===== src/verilog/cpuIoPkg.sv =====
// ====================
// CPU I/O register package
// Offsets of the $42xx page, data widths and math FSM states
// ====================
`default_nettype none

package cpuIoPkg;

    typedef logic [7:0]  regAddrT;  // Offset within $42xx
    typedef logic [7:0]  byteT;
    typedef logic [15:0] wordT;     // Math operand or result
    typedef logic [8:0]  lineCntT;  // Dot/line count and compare
    typedef logic [1:0]  irqModeT;  // 0 off, 1 H, 2 V, 3 HV

    typedef enum logic [1:0] {
        mathIdle,
        mathMul,
        mathDiv
    } mathStateT;

    // Write side
    localparam regAddrT A_NMITIMEN = 8'h00;
    localparam regAddrT A_WRMPYA   = 8'h02;
    localparam regAddrT A_WRMPYB   = 8'h03;
    localparam regAddrT A_WRDIVL   = 8'h04;
    localparam regAddrT A_WRDIVH   = 8'h05;
    localparam regAddrT A_WRDIVB   = 8'h06;
    localparam regAddrT A_HTIMEL   = 8'h07;
    localparam regAddrT A_HTIMEH   = 8'h08;
    localparam regAddrT A_VTIMEL   = 8'h09;
    localparam regAddrT A_VTIMEH   = 8'h0A;

    // Read side
    localparam regAddrT A_RDNMI    = 8'h10;
    localparam regAddrT A_TIMEUP   = 8'h11;
    localparam regAddrT A_HVBJOY   = 8'h12;
    localparam regAddrT A_RDDIVL   = 8'h14;
    localparam regAddrT A_RDDIVH   = 8'h15;
    localparam regAddrT A_RDMPYL   = 8'h16;
    localparam regAddrT A_RDMPYH   = 8'h17;

    localparam int MUL_STEPS   = 8;
    localparam int DIV_STEPS   = 16;
    localparam int CPU_VERSION = 2;  // Low nibble of RDNMI

endpackage

`default_nettype wire


===== src/verilog/regWriteDecode.sv =====
// ====================
// Register write decoder
// Holds NMITIMEN, math operands and timer compares,
// fires math start and IRQ clear pulses
// ====================
`default_nettype none

module regWriteDecode import cpuIoPkg::*; (
    input  wire     WCLK,
    input  wire     RST_N,
    input  regAddrT regAddr,
    input  byteT    regWrData,
    input  wire     regWr,
    output logic    nmiEnable,
    output irqModeT irqMode,
    output lineCntT hTime,
    output lineCntT vTime,
    output logic    mulStart,
    output logic    divStart,
    output byteT    mulA,
    output byteT    mulB,
    output wordT    divA,
    output byteT    divB,
    output logic    irqWrClr
);

    byteT mulBReg;
    byteT divBReg;

    // Start pulses live in the write cycle itself
    assign mulStart = regWr && (regAddr == A_WRMPYB);
    assign divStart = regWr && (regAddr == A_WRDIVB);
    assign irqWrClr = regWr && (regAddr == A_NMITIMEN) && (regWrData[5:4] == 2'b00);

    // Fresh divisor/multiplier bypasses the register
    assign mulB = mulStart ? regWrData : mulBReg;
    assign divB = divStart ? regWrData : divBReg;

    always_ff @(posedge WCLK) begin
        if (!RST_N) begin
            nmiEnable <= 1'b0;
            irqMode   <= 2'b00;
            hTime     <= '1;
            vTime     <= '1;
        end else if (regWr) begin
            case (regAddr)
                A_NMITIMEN: begin
                    nmiEnable <= regWrData[7];
                    irqMode   <= regWrData[5:4];
                end
                A_HTIMEL: hTime[7:0] <= regWrData;
                A_HTIMEH: hTime[8]   <= regWrData[0];  // Only bit 0 is kept
                A_VTIMEL: vTime[7:0] <= regWrData;
                A_VTIMEH: vTime[8]   <= regWrData[0];
                default: ;
            endcase
        end
    end

    // Operand bytes
    always_ff @(posedge WCLK) begin
        if (regWr) begin
            case (regAddr)
                A_WRMPYA: mulA      <= regWrData;
                A_WRMPYB: mulBReg   <= regWrData;
                A_WRDIVL: divA[7:0] <= regWrData;
                A_WRDIVH: divA[15:8] <= regWrData;
                A_WRDIVB: divBReg   <= regWrData;
                default: ;
            endcase
        end
    end

    // A clearing NMITIMEN write also turns the timer mode off
    assert property (@(posedge WCLK) disable iff (!RST_N) irqWrClr |=> (irqMode == 2'b00));

endmodule

`default_nettype wire


===== src/verilog/mathUnit.sv =====
// ====================
// Hardware multiply/divide
// 8x8 shift-add multiply and 16/8 restoring divide,
// one step per clock, shared result registers
// ====================
`default_nettype none

module mathUnit import cpuIoPkg::*; (
    input  wire  WCLK,
    input  wire  RST_N,
    input  wire  mulStart,
    input  wire  divStart,
    input  byteT mulA,
    input  byteT mulB,
    input  byteT divB,
    input  wordT divA,
    output wordT quotient,
    output wordT product
);

    mathStateT   mathState;
    logic [4:0]  stepCnt;
    logic [22:0] workShift;  // Shifted multiplicand or divisor
    logic        lastStep;
    logic        divFits;

    assign lastStep = ((mathState == mathMul) && (stepCnt == 5'(MUL_STEPS - 1))) ||
                      ((mathState == mathDiv) && (stepCnt == 5'(DIV_STEPS - 1)));
    assign divFits  = ({7'd0, product} >= workShift);

    always_ff @(posedge WCLK) begin
        if (!RST_N) begin
            mathState <= mathIdle;
            stepCnt   <= '0;
        end else if (mulStart) begin  // Restarts a busy unit too
            mathState <= mathMul;
            stepCnt   <= '0;
        end else if (divStart) begin
            mathState <= mathDiv;
            stepCnt   <= '0;
        end else if (mathState != mathIdle) begin
            stepCnt <= stepCnt + 5'd1;
            if (lastStep)
                mathState <= mathIdle;
        end
    end

    // Multiply: quotient holds {B, A} and drains A's bits from the bottom
    // Divide: product holds the running remainder
    always_ff @(posedge WCLK) begin
        if (mulStart) begin
            product   <= '0;
            quotient  <= {mulB, mulA};
            workShift <= {15'd0, mulB};
        end else if (divStart) begin
            product   <= divA;
            quotient  <= '0;
            workShift <= {divB, 15'd0};
        end else if (mathState == mathMul) begin
            if (quotient[0])
                product <= product + workShift[15:0];
            quotient  <= {1'b0, quotient[15:1]};
            workShift <= {workShift[21:0], 1'b0};
        end else if (mathState == mathDiv) begin
            if (divFits) begin
                product  <= product - workShift[15:0];
                quotient <= {quotient[14:0], 1'b1};
            end else begin
                quotient <= {quotient[14:0], 1'b0};
            end
            workShift <= {1'b0, workShift[22:1]};  // Zero divisor always fits
        end
    end

    assert property (@(posedge WCLK) disable iff (!RST_N) stepCnt <= 5'(DIV_STEPS));

endmodule

`default_nettype wire


===== src/verilog/hvTimer.sv =====
// ====================
// H/V timer and NMI flag
// Dot/line counters, programmable H, V or HV IRQ,
// vertical blank NMI flag
// ====================
`default_nettype none

module hvTimer import cpuIoPkg::*; (
    input  wire     WCLK,
    input  wire     RST_N,
    input  wire     hBlank,
    input  wire     vBlank,
    input  irqModeT irqMode,
    input  lineCntT hTime,
    input  lineCntT vTime,
    input  wire     irqWrClr,
    input  wire     irqRdClr,
    input  wire     nmiRdClr,
    output logic    nmiFlag,
    output logic    irqFlag
);

    logic    dotEn;
    logic    hBlankR;
    logic    vBlankR;
    lineCntT hCnt;
    lineCntT vCnt;
    logic    hBlankFall;
    logic    vBlankFall;
    logic    vBlankRise;
    logic    hHit;
    logic    vHit;
    logic    match;
    logic    matchR;

    assign hBlankFall = hBlankR && !hBlank;
    assign vBlankFall = vBlankR && !vBlank;
    assign vBlankRise = !vBlankR && vBlank;

    always_ff @(posedge WCLK) begin
        if (!RST_N) begin
            dotEn   <= 1'b0;
            hBlankR <= 1'b0;
            vBlankR <= 1'b0;
            hCnt    <= '0;
            vCnt    <= '0;
        end else begin
            dotEn   <= !dotEn;  // One dot every two clocks
            hBlankR <= hBlank;
            vBlankR <= vBlank;
            if (vBlankFall) begin  // New frame
                hCnt <= '0;
                vCnt <= '0;
            end else if (hBlankFall) begin
                hCnt <= '0;
                vCnt <= vCnt + 9'd1;
            end else if (dotEn) begin
                hCnt <= hCnt + 9'd1;
            end
        end
    end

    assign hHit = (hCnt == hTime);
    assign vHit = (vCnt == vTime);

    always_comb begin
        case (irqMode)
            2'd1:    match = hHit;
            2'd2:    match = vHit;
            2'd3:    match = hHit && vHit;
            default: match = 1'b0;
        endcase
    end

    always_ff @(posedge WCLK) begin
        if (!RST_N) begin
            matchR  <= 1'b0;
            irqFlag <= 1'b0;
            nmiFlag <= 1'b0;
        end else begin
            if (dotEn)
                matchR <= match;
            if (irqWrClr || irqRdClr)
                irqFlag <= 1'b0;
            else if (dotEn && match && !matchR)  // Rising edge of match only
                irqFlag <= 1'b1;

            if (vBlankRise)
                nmiFlag <= 1'b1;
            else if (vBlankFall || nmiRdClr)
                nmiFlag <= 1'b0;
        end
    end

    assert property (@(posedge WCLK) disable iff (!RST_N)
        $rose(irqFlag) |-> ($past(irqMode) != 2'd0));

endmodule

`default_nettype wire


===== src/verilog/regReadMux.sv =====
// ====================
// Register read mux
// Returns read data for the $42xx page and
// flags the clear-on-read accesses
// ====================
`default_nettype none

module regReadMux import cpuIoPkg::*; (
    input  regAddrT regAddr,
    input  wire     regRd,
    input  wire     hBlank,
    input  wire     vBlank,
    input  wire     nmiFlag,
    input  wire     irqFlag,
    input  wordT    quotient,
    input  wordT    product,
    output byteT    regRdData,
    output logic    nmiRdClr,
    output logic    irqRdClr
);

    assign nmiRdClr = regRd && (regAddr == A_RDNMI);
    assign irqRdClr = regRd && (regAddr == A_TIMEUP);

    always_comb begin
        case (regAddr)
            A_RDNMI:  regRdData = {nmiFlag, 3'b000, 4'(CPU_VERSION)};
            A_TIMEUP: regRdData = {irqFlag, 7'd0};
            A_HVBJOY: regRdData = {vBlank, hBlank, 6'd0};  // No joypad busy bit
            A_RDDIVL: regRdData = quotient[7:0];
            A_RDDIVH: regRdData = quotient[15:8];
            A_RDMPYL: regRdData = product[7:0];
            A_RDMPYH: regRdData = product[15:8];
            default:  regRdData = 8'h00;  // Unmapped
        endcase
    end

endmodule

`default_nettype wire


===== src/verilog/cpuIoTop.sv =====
// ====================
// CPU I/O block top
// Multiplier, divider, H/V timer and NMI on a plain register bus
// ====================
`default_nettype none

module cpuIoTop import cpuIoPkg::*; (
    input  wire     WCLK,
    input  wire     RST_N,
    input  regAddrT regAddr,
    input  byteT    regWrData,
    input  wire     regWr,
    input  wire     regRd,
    output byteT    regRdData,
    input  wire     hBlank,
    input  wire     vBlank,
    output logic    nmiN,
    output logic    irqN
);

    logic    nmiEnable;
    irqModeT irqMode;
    lineCntT hTime;
    lineCntT vTime;
    logic    mulStart;
    logic    divStart;
    byteT    mulA;
    byteT    mulB;
    wordT    divA;
    byteT    divB;
    logic    irqWrClr;
    logic    irqRdClr;
    logic    nmiRdClr;
    wordT    quotient;
    wordT    product;
    logic    nmiFlag;
    logic    irqFlag;

    regWriteDecode u_regWriteDecode (
        .WCLK      (WCLK),
        .RST_N     (RST_N),
        .regAddr   (regAddr),
        .regWrData (regWrData),
        .regWr     (regWr),
        .nmiEnable (nmiEnable),
        .irqMode   (irqMode),
        .hTime     (hTime),
        .vTime     (vTime),
        .mulStart  (mulStart),
        .divStart  (divStart),
        .mulA      (mulA),
        .mulB      (mulB),
        .divA      (divA),
        .divB      (divB),
        .irqWrClr  (irqWrClr)
    );

    mathUnit u_mathUnit (
        .WCLK     (WCLK),
        .RST_N    (RST_N),
        .mulStart (mulStart),
        .divStart (divStart),
        .mulA     (mulA),
        .mulB     (mulB),
        .divB     (divB),
        .divA     (divA),
        .quotient (quotient),
        .product  (product)
    );

    hvTimer u_hvTimer (
        .WCLK     (WCLK),
        .RST_N    (RST_N),
        .hBlank   (hBlank),
        .vBlank   (vBlank),
        .irqMode  (irqMode),
        .hTime    (hTime),
        .vTime    (vTime),
        .irqWrClr (irqWrClr),
        .irqRdClr (irqRdClr),
        .nmiRdClr (nmiRdClr),
        .nmiFlag  (nmiFlag),
        .irqFlag  (irqFlag)
    );

    regReadMux u_regReadMux (
        .regAddr   (regAddr),
        .regRd     (regRd),
        .hBlank    (hBlank),
        .vBlank    (vBlank),
        .nmiFlag   (nmiFlag),
        .irqFlag   (irqFlag),
        .quotient  (quotient),
        .product   (product),
        .regRdData (regRdData),
        .nmiRdClr  (nmiRdClr),
        .irqRdClr  (irqRdClr)
    );

    // Active-low interrupt lines to the CPU
    assign nmiN = !(nmiEnable && nmiFlag);
    assign irqN = !irqFlag;

endmodule

`default_nettype wire


===== config.mk =====
export PLATFORM = sky130hd
export DESIGN_NAME = cpuIoTop
export DESIGN_NICKNAME = d
export VERILOG_FILES = /design/src/verilog/cpuIoPkg.sv /design/src/verilog/regWriteDecode.sv /design/src/verilog/mathUnit.sv /design/src/verilog/hvTimer.sv /design/src/verilog/regReadMux.sv /design/src/verilog/cpuIoTop.sv
export SDC_FILE = /design/constraint.sdc
export NUM_CORES = 1
export LEC_CHECK = 0
export ABC_CLOCK_PERIOD_IN_PS = 4900
export BUFFER_PORTS_ARGS = -buffer_cell sky130_fd_sc_hd__buf_2
export CORE_MARGIN = 3
export CORE_UTILIZATION = 55
export DETAILED_ROUTE_END_ITERATION = 8
export PLACE_DENSITY = 0.71
export SLEW_MARGIN = 10
export SYNTH_ARGS = -nofsm -noshare
export SYNTH_HDL_FRONTEND = slang
export SYNTH_SLANG_ARGS = --single-unit
export TNS_END_PERCENT = 50

===== constraint.sdc =====
create_clock -name WCLK -period 4.9 [get_ports WCLK]
set_clock_uncertainty 0.1 [all_clocks]
set_input_delay 0.49 -clock WCLK [delete_from_list [all_inputs] [get_ports WCLK]]
set_output_delay 0.49 -clock WCLK [all_outputs]
set_load 0.01 [all_outputs]

* After elaboration in Yosys (flattened, before gate mapping)
Index checks and enable logic that the tools add are counted.
** Storage, ports and cells
- Output and inout bits :: 10
- Bits in registers :: 131
- Input port bits :: 22
- Logic and storage cells :: 134
** Cells by class
- Magnitude comparators :: 1
- Mux-type cells :: 22
- Equal/unequal tests :: 26
- $add $sub $neg :: 5
- Bitwise operators :: 1
- Reductions and logical operators :: 54
** Operators with widths (count)
- $mux 16 :: 9
- $mux 23 :: 3
- $eq 8x5->1 const B :: 7
- $pmux 8 s7 :: 1
- $eq 8x3->1 const B :: 4
- $eq 8x4->1 const B :: 3
- $ge 16x23->1 :: 1
- $reduce_and 2->1 :: 10
- $add 9x1->9 const B :: 2
- $eq 9x9->1 :: 2
- $add 16x16->16 :: 1
- $eq 8x2->1 const B :: 2
- $sub 16x16->16 :: 1
- $logic_and 1x1->1 :: 15
- $reduce_bool 3->1 :: 4
- $reduce_bool 2->1 :: 5
- $logic_not 8->1 :: 1
- $mux 8 :: 1
- $reduce_or 2->1 :: 4
- $logic_not 1->1 :: 7
- $eq 2x2->1 const B :: 3
- $mux 2 :: 3
- $reduce_or 3->1 :: 2
- $add 5x1->5 const B :: 1
- other kinds (11) :: 17

* Logic depth before layout (Yosys ltp)
- Depth after elaboration :: 7
- Gate-level depth with buffers :: 16
- Depth with buffers taken out :: 13

* Modules after synthesis
Synthesis repeated with hierarchy kept, for this count alone.
** Unflattened totals
- Cell total of the unflattened synthesis :: 854
- Area, all modules :: 8506.9 µm²
** By module, submodules not included
- mathUnit :: area an instance 4444.3 µm², cells each 506, seq. area each 1481.4 µm², instances 1
- regWriteDecode :: area an instance 2482.4 µm², cells each 177, seq. area each 1621.6 µm², instances 1
- hvTimer :: area an instance 1192.4 µm², cells each 131, seq. area each 480.5 µm², instances 1
- regReadMux :: area an instance 380.4 µm², cells each 38, seq. area each 0.0 µm², instances 1
- cpuIoTop :: area an instance 7.5 µm², cells each 2, seq. area each 0.0 µm², instances 1

* Least setup slack after synthesis
OpenSTA, ideal clock, no wires.
- Path kind :: flip-flop to flip-flop
- Start point :: register u_mathUnit.mathState[1]
- End point :: register u_mathUnit.product[13]
- Setup slack :: 1523 ps
- Path buffers :: 4
- Clock period less this slack :: 3377 ps
- Stages on the path, launching flop included :: 17
- Arrival time :: 3147 ps
- Data required time :: 4670 ps
- Cell sequence :: dfxtp_1 inv_1 ha_1 buf_2 buf_2 buf_1 a41oi_1 xnor2_1 ha_1 clkbuf_1 a21oi_1 nand2_1 a21oi_1 o211ai_1 mux2_2 o211ai_1 o211ai_1
** On the way
- Word-level cells in the longest chain between the ends :: 3
- Elaborated cells between the ends (all ways) :: 8
- Those cells by class :: eq/ne (3); mux (2); reduce/logical (3)
** RTL lines
- from (decl) :: line mathUnit.sv:21 : mathStateT mathState;
- from (signal assigned) :: line mathUnit.sv:33 : mathState <= mathIdle;
- from (signal assigned) :: line mathUnit.sv:36 : mathState <= mathMul;
- from (signal assigned) :: line mathUnit.sv:39 : mathState <= mathDiv;
- $eq 2x1->1 / $eq 2x2->1 (equally long branches) :: line mathUnit.sv:59, mathUnit.sv:64
- $ne 3x2->1 (no source line), or another cell as far along
- $reduce_and 3->1 (no source line) / $mux 16 (equally long branches)
- to (signal assigned) :: line mathUnit.sv:56 : product <= divA;
- to (signal assigned) :: line mathUnit.sv:61 : product <= product + workShift[15:0];
- to (signal assigned) :: line mathUnit.sv:66 : product <= product - workShift[15:0];
- to (decl) :: line mathUnit.sv:18 : output wordT product
Parallel ways exist; a longest one is shown, timed or not.
A chain may end at the register's enable or synchronous reset.

* Final worst setup path
- Start point :: register u_mathUnit.workShift[0]
- End point :: register u_mathUnit.product[15]
** On the way
- Word-level cells in the longest chain between the ends :: 5
- Elaborated cells between the ends (all ways) :: 10
- Those cells by class :: add/sub (2); order compare (1); mux (5); reduce/logical (2)
** RTL lines
- from (decl) :: line mathUnit.sv:23 : logic [22:0] workShift;
- from (signal assigned) :: line mathUnit.sv:54 : workShift <= {15'd0, mulB};
- from (signal assigned) :: line mathUnit.sv:58 : workShift <= {divB, 15'd0};
- from (signal assigned) :: line mathUnit.sv:63 : workShift <= {workShift[21:0], 1'b0};
- $sub 16x16->16 :: line mathUnit.sv:66
- $mux 16 :: line mathUnit.sv:65 : if (divFits) begin
- $mux 16 :: line mathUnit.sv:64 : end else if (mathState == mathDiv) begin
- $mux 16 :: line mathUnit.sv:59 : end else if (mathState == mathMul) begin
- $mux 16 :: line mathUnit.sv:55 : end else if (divStart) begin
Parallel ways exist; a longest one is shown, timed or not. The select of a mux whose other input is x is not followed.

==> impl_metrics.csv <==
group,metric,value,unit
outcome,outcome,"completed",
synthesis,yosys.area_share.simple,16.7,%
synthesis,synthCells,795,
sta,worstMarginPinSlew,1.11,ns
min_path,whs_endpoint,"u_hvTimer.hBlankR",
cells_and_area,final_common_cell,"nand2_1",
die,dieHeight,123,um
synthesis,syn_area,7510,um2
grt,track_usage,27.2,%
sta,final-hold-violation-count,0,
min_path,hold_class,"in -> reg",
cells_and_area,fillers,1078,
clocking,cts_root_buffer,"clkbuf_16",
drt,routed_wl,19400,um
clocking,post-cts-setup-buffer-count,0,
synthesis,synth-edff-count,48,
worst_setup_path,r2r-start,"u_mathUnit.workShift[0]",
synthesis,synth-main-ff-cell,"dfxtp_1",
cells_and_area,drive_gt1_share,10.4,%
drt,ant_nets,0,
clocking,numCtsBuffers,17,
min_path,hold_depth,2,
die,die_w,123,um
placed_design,dpl_worst_slack,1.30,ns
clocking,cts_hold_buffers,0,
worst_setup_path,crit_path_end_kind,"flop",
grt,grt_pass1_wl,31500,um
cells_and_area,antenna_cells,0,
synthesis,synth.distinct_cells,62,
sta,max_freq,0.270,GHz
worst_setup_path,startpoint_type,"flop",
synthesis,synth_seq_cells,131,
sta,rsz0062_at_grt,"false",
sta,finalMaxSlewViolations,0,
sta,period_needed,3.70,ns
drt,dr.pass1.iters,5,
drt,first_iter_violations,564,
clocking,htree_levels,4,
run,cap_violations,0,
worst_setup_path,reg2regPathDepth,13,
die,die-area,15100,um2
sta,layout_setup_ws,1.20,ns
clocking,clkSinkCount,131,
worst_setup_path,reg2reg_to,"u_mathUnit.product[15]",
synthesis,synth_top_family_by_area,"simple AND/OR/NAND/NOR gates",
synthesis,syn_avg_cell_area,9.44,um2
worst_setup_path,crit_fanout,5,
die,rows,42,
clocking,cts_buffer_depth,2,
synthesis,yosys_warnings,0,
cells_and_area,syn2layout_area_growth,10.8,%
power_and_ir_drop,p_leak,3.15,nW
synthesis,synth_compound_area_share,13.3,%
cells_and_area,nNetsFinal,877,
clocking,clk_pin_slew,0.06,ns
die,design.portCount,32,
grt,antenna_found_initial,0,
worst_setup_path,critPathArrivalTime,3.86,ns
drt,viasPerCell,6.07,
worst_setup_path,crit_required,5.06,ns
synthesis,synth_fa_ha_area_share,7.43,%
grt,grt_max_degree,36,
clocking,cts_resized,0,
power_and_ir_drop,finalPower,2.85,mW
clocking,clk-insertion-delay-late,0.42,ns
sta,timing.final.crit_share,75.6,%
placed_design,gp_congestion,0.919,
sta,setup_viol,0,
grt,grt_overflow_total,0,
placed_design,port_buffers,31,
synthesis,seq_area_frac_synth,41.3,%
drt,drc,0,
drt,num_vias,6067,
sta,slew_headroom,25.1,%
synthesis,synthArstFlopShare,0,%
min_path,min_from,"hBlank",
clocking,cts_tree,"yes",
cells_and_area,final_cell_mix,"nand2_1 (89), nor2_1 (84), dfxtp_1 (83), mux2i_1 (60), edfxtp_1 (48)",
worst_setup_path,crit_type,"reg -> reg",
synthesis,muxShareOfSynthArea,10.4,%
grt,grt_pass1_vias,5877,
drt,wire_per_inst,19.4,um
synthesis,syn_nets,861,
die,core-area,13300,um2
worst_setup_path,r2r_slack,1.20,ns
placed_design,dp_hpwl,13700,um
die,start_util,56.5,%
synthesis,synth_xor_area_share,7.23,%
power_and_ir_drop,power_density,342,nW/um2
power_and_ir_drop,ir_drop,0.283,mV
sta,setup-tns-final,0,ns
[layout make-up]
class / instances / area [um2] / share of cell area (%)
Clock inverter: 11 / 96.3 / 1.16
Sequential cell: 131 / 3100 / 37.3
Tap cell: 176 / 220 / 2.65
Clock buffer: 21 / 482 / 5.79
Inverter: 24 / 90.1 / 1.08
Multi-Input combinational cell: 602 / 4140 / 49.8
Timing Repair Buffer: 35 / 185 / 2.23
[worst max-delay path: stages (launching register included)]
cell,delay (ns)
edfxtp_1,0.47
inv_1,0.10
ha_1,0.15
nor2b_1,0.32
a21oi_1,0.14
xnor2_1,0.16
ha_1,0.34
a21oi_1,0.16
nand2_1,0.12
o41ai_1,0.61
o21ai_0,0.30
a21oi_1,0.30
xnor2_1,0.16
o221ai_1,0.12
[cells by family after synthesis]
| group | Yosys count |
|---|---|
| multiplexers | 69 |
| XOR/XNOR | 62 |
| buffers and inverters | 62 |
| flip-flops | 131 |
| AND/OR/NAND/NOR | 269 |
| adder cells (fa/ha/maj) | 44 |
| AO/OA/AOI/OAI | 158 |
[registers in the layout, summed over array words and instances, names as in the netlist, 2 cells and up]
register                  cells
u_mathUnit.workShift         23
u_regWriteDecode.divA        16
u_mathUnit.stepCnt            5
u_regWriteDecode.mulA         8
u_hvTimer.vCnt                9
u_mathUnit.quotient          16
u_regWriteDecode.irqMode      2
u_regWriteDecode.hTime        9
u_hvTimer.hCnt                9
u_mathUnit.product           16
u_regWriteDecode.vTime        9
u_mathUnit.mathState          2
[stage by stage]
step / util, % / std cells / instance area, um2 / hold slack, ns
2_1_floorplan: - / 795 / 7510 / 0.325
3_5_place_dp: 58.2 / 968 / 7740 / 0.339
4_1_cts: 62.6 / 1000 / 8320 / 0.211
3_3_place_gp: 58.2 / 968 / 7740 / 0.337
6_report: 62.6 / 1000 / 8320 / 0.217
5_1_grt: 62.6 / 1000 / 8320 / 0.242
[synthesized netlist by cell type, types with 3 or more instances]
cell type	number	area share (%)
xor2_1	29	3.4
o21a_1	3	0.30
nand3_1	16	1.1
o21ai_0	46	3.1
nor3_1	11	0.73
o21ai_2	3	0.35
a311oi_1	3	0.35
nor4_1	5	0.42
o211ai_1	8	0.80
nand2_1	89	4.4
and3_1	10	0.83
nand4_1	10	0.83
edfxtp_1	48	19
buf_2	12	0.80
a21oi_1	35	2.3
nand2b_1	8	0.67
a211oi_1	22	2.2
inv_1	24	1.2
nor2_1	84	4.2
clkbuf_1	19	0.95
ha_1	43	7.2
mux2i_1	60	8.0
buf_1	3	0.15
mux4_2	7	2.1
nor2b_1	11	0.92
a31oi_1	10	0.83
and2_1	7	0.58
a21o_1	5	0.50
dfxtp_1	83	22
or3_1	5	0.42
xnor2_1	33	3.8
[where the power goes]
group	internal, mW	switching, mW
combinational	0.160	0.227
sequential	1.17	0.0680
clock	0.755	0.469
total	2.08	0.763
[how the worst max path moves through the flow]
| stage | start | end | slack, ns | depth (start not counted) |
|---|---|---|---|---|
| 2_1_floorplan | u_mathUnit.mathState[1] | u_mathUnit.product[13] | 1.52 | 16 |
| 3_3_place_gp | u_mathUnit.workShift[1] | u_mathUnit.product[15] | 1.37 | 13 |
| 3_5_place_dp | u_mathUnit.workShift[0] | u_mathUnit.product[15] | 1.30 | 13 |
| 4_1_cts | u_mathUnit.workShift[1] | u_mathUnit.product[15] | 1.28 | 13 |
| 5_1_grt | u_mathUnit.workShift[1] | u_mathUnit.product[15] | 0.94 | 13 |
| 6_report | u_mathUnit.workShift[0] | u_mathUnit.product[15] | 1.20 | 13 |
[routing by layer]
layer | vias up | part of all wire (%) | wire, um | track usage (%)
met4 | 0 | 2.5 | 483 | 9.52
met3 | 35 | 7.1 | 1370 | 6.04
li1 | 2886 | - | - | -
met1 | 2897 | 43 | 8390 | 36.5
met5 | - | 0 | 0 | 0
met2 | 249 | 47 | 9110 | 43.5
No activity file was read; power rests on OpenSTA's default activity.
